===== config.mk =====
export PLATFORM = sky130hd
export DESIGN_NAME = trap_unit
export DESIGN_NICKNAME = d
export VERILOG_FILES = /design/src/verilog/trap_pkg.sv /design/src/verilog/csr_pkg.sv /design/src/verilog/trap_detect.sv /design/src/verilog/trap_queue.sv /design/src/verilog/trap_sequencer.sv /design/src/verilog/csr_file.sv /design/src/verilog/trap_unit.sv
export VERILOG_INCLUDE_DIRS = /design/src /design/src/verilog
export SDC_FILE = /design/constraint.sdc
export NUM_CORES = 1
export LEC_CHECK = 0
export ABC_AREA = 1
export BUFFER_PORTS_ARGS = -buffer_cell sky130_fd_sc_hd__buf_4
export CAP_MARGIN = 20
export CORE_ASPECT_RATIO = 0.75
export CORE_MARGIN = 2
export CORE_UTILIZATION = 50
export CTS_BUF_LIST = sky130_fd_sc_hd__clkbuf_4
export DETAILED_ROUTE_END_ITERATION = 7
export PLACE_DENSITY = 0.68
export SLEW_MARGIN = 20
export SYNTH_ARGS = -nofsm -noshare
export SYNTH_HDL_FRONTEND = slang
export SYNTH_SLANG_ARGS = --single-unit

===== constraint.sdc =====
create_clock -name clk -period 5 [get_ports clk]
set_input_delay 0.25 -clock clk [delete_from_list [all_inputs] [get_ports clk]]
set_output_delay 0.25 -clock clk [all_outputs]
set_load 0.02 [all_outputs]

===== src/verilog/trap_config.svh =====
`ifndef TRAP_CONFIG_SVH
`define TRAP_CONFIG_SVH

// entries between detector and sequencer
`define TRAP_QUEUE_DEPTH 4

// machine-mode CSR addresses
`define CSR_MEPC   12'h341
`define CSR_MCAUSE 12'h342
`define CSR_MTVEC  12'h305

// mcause exception codes
`define CAUSE_MISALIGNED 0
`define CAUSE_BREAKPOINT 3
`define CAUSE_ECALL_M    11

// opcodes and function fields
`define OPC_SYSTEM     7'b1110011
`define OPC_MISC_MEM   7'b0001111
`define FUNCT12_ECALL  12'h000
`define FUNCT12_EBREAK 12'h001
`define FUNCT12_MRET   12'h302
`define FUNCT3_PRIV    3'b000
`define FUNCT3_FENCEI  3'b001

`endif


===== src/verilog/trap_pkg.sv =====
package trap_pkg;

    // what the detector found in a retiring instruction
    typedef enum logic [2:0] {
        trap_none       = 3'd0,
        trap_ecall      = 3'd1,
        trap_ebreak     = 3'd2,
        trap_mret       = 3'd3,
        trap_fencei     = 3'd4,
        trap_misaligned = 3'd5
    } trap_kind_t;

    // one queued trap, 35 bits
    typedef struct packed {
        trap_kind_t  kind;
        logic [31:0] pc;  // address of the retiring instruction
    } trap_req_t;

endpackage


===== src/verilog/csr_pkg.sv =====
package csr_pkg;

    // single write request into the CSR file
    typedef struct packed {
        logic        en;
        logic [11:0] addr;
        logic [31:0] data;
    } csr_write_t;

    // mcause split into its two fields
    typedef struct packed {
        logic        interrupt; // always 0 here, no interrupts
        logic [30:0] code;
    } mcause_fields_t;

    // same word seen raw or by field
    typedef union packed {
        logic [31:0]    raw;
        mcause_fields_t fields;
    } mcause_u;

endpackage


===== src/verilog/trap_detect.sv =====
`timescale 1ns/1ns
`include "trap_config.svh"

module trap_detect (
    input  logic                clk,
    input  logic                rst,
    input  logic                instr_valid,
    output logic                instr_ready,
    input  logic [31:0]         instr,
    input  logic [31:0]         pc,
    input  logic [31:0]         next_pc,
    output logic                req_valid,
    input  logic                req_ready,
    output trap_pkg::trap_req_t req
);

    trap_pkg::trap_kind_t kind;
    logic                 accept;
    logic                 is_trap;

    always_comb begin
        kind = trap_pkg::trap_none;
        if (next_pc[1:0] != 2'b00) begin
            kind = trap_pkg::trap_misaligned; // beats any decode below
        end else if (instr[6:0] == `OPC_SYSTEM && instr[14:12] == `FUNCT3_PRIV) begin
            case (instr[31:20])
                `FUNCT12_ECALL:  kind = trap_pkg::trap_ecall;
                `FUNCT12_EBREAK: kind = trap_pkg::trap_ebreak;
                `FUNCT12_MRET:   kind = trap_pkg::trap_mret;
                default:         kind = trap_pkg::trap_none;
            endcase
        end else if (instr[6:0] == `OPC_MISC_MEM && instr[14:12] == `FUNCT3_FENCEI) begin
            kind = trap_pkg::trap_fencei;
        end
    end

    // stall only while a request sits unaccepted
    assign instr_ready = !req_valid || req_ready;
    assign accept      = instr_valid && instr_ready;
    assign is_trap     = (kind != trap_pkg::trap_none);

    always_ff @(posedge clk or posedge rst) begin
        if (rst) begin
            req_valid <= 1'b0;
        end else if (accept && is_trap) begin
            req_valid <= 1'b1;
        end else if (req_ready) begin
            req_valid <= 1'b0; // plain instructions just fall through
        end
    end

    always_ff @(posedge clk) begin
        if (accept && is_trap) begin
            req.kind <= kind;
            req.pc   <= pc;
        end
    end

endmodule


===== src/verilog/trap_queue.sv =====
`timescale 1ns/1ns
`include "trap_config.svh"

module trap_queue (
    input  logic                clk,
    input  logic                rst,
    input  logic                in_valid,
    output logic                in_ready,
    input  trap_pkg::trap_req_t in_data,
    output logic                out_valid,
    input  logic                out_ready,
    output trap_pkg::trap_req_t out_data
);

    localparam int depth = `TRAP_QUEUE_DEPTH;
    localparam int ptr_w = $clog2(depth);
    localparam int cnt_w = $clog2(depth + 1);

    trap_pkg::trap_req_t mem [0:depth-1];
    logic [ptr_w-1:0]    wr_ptr;
    logic [ptr_w-1:0]    rd_ptr;
    logic [cnt_w-1:0]    count;
    logic                push;
    logic                pop;

    // wraps at depth, which need not be a power of two
    function automatic logic [ptr_w-1:0] next_ptr(input logic [ptr_w-1:0] p);
        if (p == ptr_w'(depth - 1)) return '0;
        return p + 1'b1;
    endfunction

    assign in_ready  = (count != cnt_w'(depth));
    assign out_valid = (count != '0);
    assign out_data  = mem[rd_ptr]; // head entry
    assign push      = in_valid && in_ready;
    assign pop       = out_valid && out_ready;

    always_ff @(posedge clk) begin
        if (push) mem[wr_ptr] <= in_data;
    end

    always_ff @(posedge clk or posedge rst) begin
        if (rst) begin
            wr_ptr <= '0;
            rd_ptr <= '0;
            count  <= '0;
        end else begin
            if (push) wr_ptr <= next_ptr(wr_ptr);
            if (pop) rd_ptr <= next_ptr(rd_ptr);
            case ({push, pop})
                2'b10:   count <= count + 1'b1;
                2'b01:   count <= count - 1'b1;
                default: count <= count; // both or neither
            endcase
        end
    end

endmodule


===== src/verilog/trap_sequencer.sv =====
`timescale 1ns/1ns
`include "trap_config.svh"

module trap_sequencer (
    input  logic                 clk,
    input  logic                 rst,
    input  logic                 req_valid,
    output logic                 req_ready,
    input  trap_pkg::trap_req_t  req,
    output csr_pkg::csr_write_t  csr_wr,
    output logic [11:0]          csr_raddr,
    input  logic [31:0]          csr_rdata,
    output logic                 redirect_valid,
    output logic [31:0]          redirect_target,
    output logic                 ic_flush,
    output logic                 debug_mode
);

    // named after what is on the outputs during the state
    typedef enum logic [1:0] {
        st_idle,
        st_mepc,
        st_mcause,
        st_mtvec
    } state_t;

    state_t               state;
    trap_pkg::trap_kind_t cur_kind;
    csr_pkg::mcause_u     cause;
    logic                 accept;

    assign req_ready = (state == st_idle);
    assign accept    = req_valid && req_ready;
    // mtvec is sampled on the way out of st_mcause, mepc otherwise (mret)
    assign csr_raddr = (state == st_mcause) ? `CSR_MTVEC : `CSR_MEPC;

    always_comb begin
        cause.fields.interrupt = 1'b0;
        case (cur_kind)
            trap_pkg::trap_ecall:  cause.fields.code = 31'(`CAUSE_ECALL_M);
            trap_pkg::trap_ebreak: cause.fields.code = 31'(`CAUSE_BREAKPOINT);
            default:               cause.fields.code = 31'(`CAUSE_MISALIGNED);
        endcase
    end

    always_ff @(posedge clk or posedge rst) begin
        if (rst) begin
            state           <= st_idle;
            cur_kind        <= trap_pkg::trap_none;
            csr_wr          <= '0;
            redirect_valid  <= 1'b0;
            redirect_target <= '0;
            ic_flush        <= 1'b0;
            debug_mode      <= 1'b0;
        end else begin
            // single-cycle pulses, debug_mode is sticky
            csr_wr.en      <= 1'b0;
            redirect_valid <= 1'b0;
            ic_flush       <= 1'b0;
            case (state)
                st_idle: if (accept) begin
                    cur_kind <= req.kind;
                    case (req.kind)
                        trap_pkg::trap_ecall, trap_pkg::trap_misaligned,
                        trap_pkg::trap_ebreak: begin
                            csr_wr <= '{en: 1'b1, addr: `CSR_MEPC, data: req.pc};
                            state  <= st_mepc;
                            if (req.kind == trap_pkg::trap_ebreak) debug_mode <= 1'b1;
                        end
                        trap_pkg::trap_mret: begin
                            redirect_valid  <= 1'b1;
                            redirect_target <= csr_rdata + 32'd4; // skip the ecall
                            debug_mode      <= 1'b0;
                        end
                        trap_pkg::trap_fencei: ic_flush <= 1'b1;
                        default: ;
                    endcase
                end
                st_mepc: begin
                    csr_wr <= '{en: 1'b1, addr: `CSR_MCAUSE, data: cause.raw};
                    state  <= st_mcause;
                end
                st_mcause: begin
                    if (cur_kind == trap_pkg::trap_ebreak) begin
                        state <= st_idle; // debugger takes over, no redirect
                    end else begin
                        redirect_valid  <= 1'b1;
                        redirect_target <= csr_rdata;
                        state           <= st_mtvec;
                    end
                end
                default: state <= st_idle;
            endcase
        end
    end

endmodule


===== src/verilog/csr_file.sv =====
`timescale 1ns/1ns
`include "trap_config.svh"

module csr_file (
    input  logic                clk,
    input  logic                rst,
    input  csr_pkg::csr_write_t wr,
    input  csr_pkg::csr_write_t ext_wr,
    input  logic [11:0]         raddr,
    output logic [31:0]         rdata
);

    logic [31:0]      mepc;
    csr_pkg::mcause_u mcause;
    logic [31:0]      mtvec;

    function automatic logic hit(input csr_pkg::csr_write_t w, input logic [11:0] addr);
        return w.en && (w.addr == addr);
    endfunction

    // sequencer port first, external port only if it leaves the register alone
    always_ff @(posedge clk or posedge rst) begin
        if (rst) begin
            mepc       <= '0;
            mcause.raw <= '0;
            mtvec      <= '0;
        end else begin
            if (hit(wr, `CSR_MEPC)) mepc <= wr.data;
            else if (hit(ext_wr, `CSR_MEPC)) mepc <= ext_wr.data;

            if (hit(wr, `CSR_MCAUSE)) mcause.raw <= wr.data;
            else if (hit(ext_wr, `CSR_MCAUSE)) mcause.raw <= ext_wr.data;

            if (hit(wr, `CSR_MTVEC)) mtvec <= wr.data;
            else if (hit(ext_wr, `CSR_MTVEC)) mtvec <= ext_wr.data;
        end
    end

    always_comb begin
        case (raddr)
            `CSR_MEPC:   rdata = mepc;
            `CSR_MCAUSE: rdata = mcause.raw;
            `CSR_MTVEC:  rdata = mtvec;
            default:     rdata = '0; // unimplemented reads as zero
        endcase
    end

endmodule


===== src/verilog/trap_unit.sv =====
`timescale 1ns/1ns

module trap_unit (
    input  logic                clk,
    input  logic                rst,
    input  logic                instr_valid,
    output logic                instr_ready,
    input  logic [31:0]         instr,
    input  logic [31:0]         pc,
    input  logic [31:0]         next_pc,
    input  csr_pkg::csr_write_t mtvec_wr,
    output csr_pkg::csr_write_t csr_wr,
    output logic                redirect_valid,
    output logic [31:0]         redirect_target,
    output logic                ic_flush,
    output logic                debug_mode
);

    logic                det_valid;  // detector to queue
    logic                det_ready;
    trap_pkg::trap_req_t det_req;
    logic                seq_valid;  // queue to sequencer
    logic                seq_ready;
    trap_pkg::trap_req_t seq_req;
    logic [11:0]         csr_raddr;
    logic [31:0]         csr_rdata;

    trap_detect u_detect (
        .clk         (clk),
        .rst         (rst),
        .instr_valid (instr_valid),
        .instr_ready (instr_ready),
        .instr       (instr),
        .pc          (pc),
        .next_pc     (next_pc),
        .req_valid   (det_valid),
        .req_ready   (det_ready),
        .req         (det_req)
    );

    trap_queue u_queue (
        .clk       (clk),
        .rst       (rst),
        .in_valid  (det_valid),
        .in_ready  (det_ready),
        .in_data   (det_req),
        .out_valid (seq_valid),
        .out_ready (seq_ready),
        .out_data  (seq_req)
    );

    trap_sequencer u_sequencer (
        .clk             (clk),
        .rst             (rst),
        .req_valid       (seq_valid),
        .req_ready       (seq_ready),
        .req             (seq_req),
        .csr_wr          (csr_wr),    // also the trace output
        .csr_raddr       (csr_raddr),
        .csr_rdata       (csr_rdata),
        .redirect_valid  (redirect_valid),
        .redirect_target (redirect_target),
        .ic_flush        (ic_flush),
        .debug_mode      (debug_mode)
    );

    csr_file u_csr (
        .clk    (clk),
        .rst    (rst),
        .wr     (csr_wr),
        .ext_wr (mtvec_wr),
        .raddr  (csr_raddr),
        .rdata  (csr_rdata)
    );

endmodule


==> results_dict.tcl <==
set metrics [dict create \
    ys_types 46 \
    p_int_mw 6.10 \
    coreArea_um2 28100 \
    vias_per_cell 5.16 \
    fmax_mhz 356 \
    maxCapViolCount 0 \
    regToRegEndpoint "u_sequencer.csr_wr[21]" \
    grt_pass1_vias 10800 \
    yosys_warnings 0 \
    dpl.hpwl_um 24300 \
    crit_path_end_kind "register" \
    cts.sinks 323 \
    placed_area_um2 15900 \
    post_drt_wl_per_cell_um 17.3 \
    initial_core_util_pct 51.0 \
    pwr-share-clk_pct 22.4 \
    power.switching_mw 4.25 \
    slowest_delay_ns 0.78 \
    rsz0062_at_grt "no" \
    die_area_um2 30000 \
    swShare_pct 41.0 \
    p_seq_share_pct 38.0 \
    peakVddDrop_mv 0.285 \
    netlist_area_um2 14300 \
    fin_util_pct 63.2 \
    antenna_found_initial 1 \
    fin_ws_ns 2.19 \
    grt_first_pass_wirelength_um 58100 \
    drt-total-wl_um 37400 \
    cts_root_buffer "clkbuf_4" \
    crit_path_frequent_cell "nand2_1" \
    vias 11100 \
    cts_made_buffers 81 \
    io_buffers 177 \
    cts_resized 0 \
    status "finished clean" \
    dr.pass1.iters 5 \
    area_delta_synth_final_pct 23.9 \
    worstHoldEndpoint "u_detect.req[33]" \
    hold_violations 0 \
    dp_slack_ns 2.22 \
    antenna_left 0 \
    route.detailed.drc 0 \
    r2r_cells 11 \
    crit_type "reg2reg" \
    io_pins 225 \
    grt_max_degree 108 \
    synth_flop_cell "edfxtp_1" \
    relSlewSlack_pct 40.6 \
    hold_class "in2reg" \
    synth_seq_cells 323 \
    rows 53 \
    setup-violations-final 0 \
    final_max_slew_viol_count 0 \
    worst_hold_slack_ns 0.0228 \
    routabilityCongestion 0.880 \
    hold_path_depth 5 \
    synth_edf_count 175 \
    cts_tree "yes" \
    path_clk_slew_ns 0.07 \
    finalNetCount 1860 \
    leakagePower_nw 7.86 \
    r2r_slack_ns 2.19 \
    syn_inst 1429 \
    final_layout_size_suffix_gt1_share_pct 23.3 \
    critPathRequiredTime_ns 5.62 \
    die_h_um 150 \
    power.density_nw_per_um2 584 \
    drt_iter0_drc 890 \
    worst-slew-pin-transition_ns 0.890 \
    fin_skew_ns 0.0276 \
    yosysSeqAreaShare_pct 62.6 \
    p_comb_share_pct 39.5 \
    grtUsageTotal_pct 25.9 \
    timing.setup.tns_ns 0 \
    fin_crit_sh_pct 56.1 \
    die_w_um 199 \
    arrival_ns 3.43 \
    r2r-start "u_queue.rd_ptr[0]" \
    min_period_ns 2.81 \
    async_reset_ff_share_pct 45.8 \
    path_max_fanout 36 \
    synth_area_leader_cell "edfxtp_1" \
    cts.path.max_buffers 3 \
    htree_levels 3 \
    hold_start "instr[20]" \
    overflow 0 \
    cp-start-kind "register" \
    synth_top_area_share_pct 36.7 \
    clkLatencyLatePin_ns 0.72 \
    crit_chain "inv_2, nand2_1, nand3_1, nand2_1, inv_1, o21bai_1, nand3_1, inv_1, buf_4, nand2_1, o21ai_0" \
    fin_area_um2 17700 \
    synth.area.top_cells "edfxtp_1 (37%), dfrtp_1 (26%), nand2_1 (8.4%)" \
    slowest_stage "dfrtp_2" \
    syn_area_per_cell_um2 10.0 \
]
## sequential cells by signal, indices dropped and copies added, names as in the netlist
register                     count
u_sequencer.cur_kind             3
u_csr.mtvec                     32
u_queue.wr_ptr                   2
u_sequencer.debug_mode           1
u_csr.mepc                      32
u_sequencer.csr_wr              36
u_detect.req                    35
u_queue.mem                    140
u_sequencer.state                2
u_sequencer.redirect_target     32
u_sequencer.ic_flush             1
u_queue.count                    3
u_queue.rd_ptr                   2
u_detect.req_valid               1
u_sequencer.redirect_valid       1
## critical path, delay by kind of cell, from the launching register on
| kind | cells | cell delay [ns] |
|---|---|---|
| and+or+nand+nor | 5 | 0.53 |
| AOI/OAI and AO/OA | 2 | 0.22 |
| DFF | 1 | 0.78 |
| buffers and inverters | 4 | 1.18 |
## Yosys cell counts, types with 17 or more instances
| cell | instances |
|---|---|
| nand3_1 | 58 |
| nand4_1 | 17 |
| o21ai_0 | 152 |
| buf_2 | 17 |
| nand2_1 | 319 |
| dfrtp_1 | 148 |
| edfxtp_1 | 175 |
| mux2_2 | 17 |
| clkbuf_1 | 41 |
| a21oi_1 | 40 |
| o22ai_1 | 26 |
| inv_1 | 132 |
| nor2_1 | 140 |
## cells by family (layout without fill, tap and decap cells)
group,count (synthesis),count (layout),synth area share (%)
buf+inv,214,551,6.45
mux,17,17,1.34
other cells,1,9,0.0262
compound gates,260,260,9.91
simple gates,599,599,18.5
fa+ha+maj,8,8,0.752
flops,323,323,62.6
xor+xnor,7,7,0.429
## cell usage in the layout, fill, tap and decap left out, types with 9 or more instances in the layout
| master | n |
|---|---|
| nor3_1 | 9 |
| inv_1 | 131 |
| o21ai_0 | 152 |
| nand2_1 | 318 |
| nor2_1 | 135 |
| mux2_2 | 17 |
| clkinv_1 | 13 |
| edfxtp_1 | 175 |
| nand4_1 | 17 |
| dlygate4sd3_1 | 69 |
| nand3_1 | 58 |
| o21ai_1 | 11 |
| dfrtp_1 | 147 |
| nor2_4 | 14 |
| o211ai_1 | 15 |
| nand2_2 | 16 |
| a21oi_1 | 40 |
| buf_4 | 194 |
| o22ai_1 | 26 |
| clkbuf_4 | 126 |
| nor2_2 | 10 |
## layer usage
| layer | vias up | part of all wire [%] | track usage, % |
|---|---|---|---|
| li1 | 5380 | - | - |
| met5 | - | 0 | 0 |
| met1 | 5301 | 45 | 36.5 |
| met2 | 414 | 44 | 38.9 |
| met4 | 0 | 1.6 | 7.24 |
| met3 | 39 | 9.0 | 8.02 |
## cell type report
cell class | instances | area [um2]
clock buffers | 126 | 946
inverters | 139 | 529
well taps | 385 | 482
repair buffers | 265 | 2190
diodes | 2 | 5.00
multi-input cells | 898 | 4470
clock inverters | 21 | 139
fillers | 2363 | 10300
flip-flops and latches | 323 | 8960
## power groups by stage
stage	Clock, mW	Combinational, mW	Sequential, mW
after floorplan	0	2.55	4.11
after global placement	0	3.96	3.97
after detailed placement	0	4.03	3.98
after CTS	2.37	4.09	3.94
after global routing	2.51	4.59	4.01
final	2.32	4.09	3.94
## worst max path at each step
| stage | startpoint | to | slack [ns] | depth (start not counted) |
|---|---|---|---|---|
| 2_1_floorplan | rst | u_csr.mepc[0] | 0.77 | 1 |
| 3_3_place_gp | u_sequencer.state[1] | u_sequencer.redirect_target[28] | 2.27 | 14 |
| 3_5_place_dp | u_queue.rd_ptr[0] | u_sequencer.csr_wr[21] | 2.22 | 11 |
| 4_1_cts | u_queue.rd_ptr[0] | u_sequencer.csr_wr[21] | 2.19 | 11 |
| 5_1_grt | u_queue.rd_ptr[0] | u_sequencer.csr_wr[21] | 1.85 | 11 |
| 6_report | u_queue.rd_ptr[0] | u_sequencer.csr_wr[21] | 2.19 | 11 |
## repair_timing
item	CTS	global route
hold buffers	69	0
hold endpoints to repair	206	0
buffers inserted	0	0
## per-stage QoR
stage	total power, mW	cells
floorplan	6.66	1435
global placement	7.93	1939
detailed placement	8.02	1939
CTS	10.4	2155
global route	11.1	2159
finish	10.3	2159
Note: power is estimated with default switching activity, not from simulation.
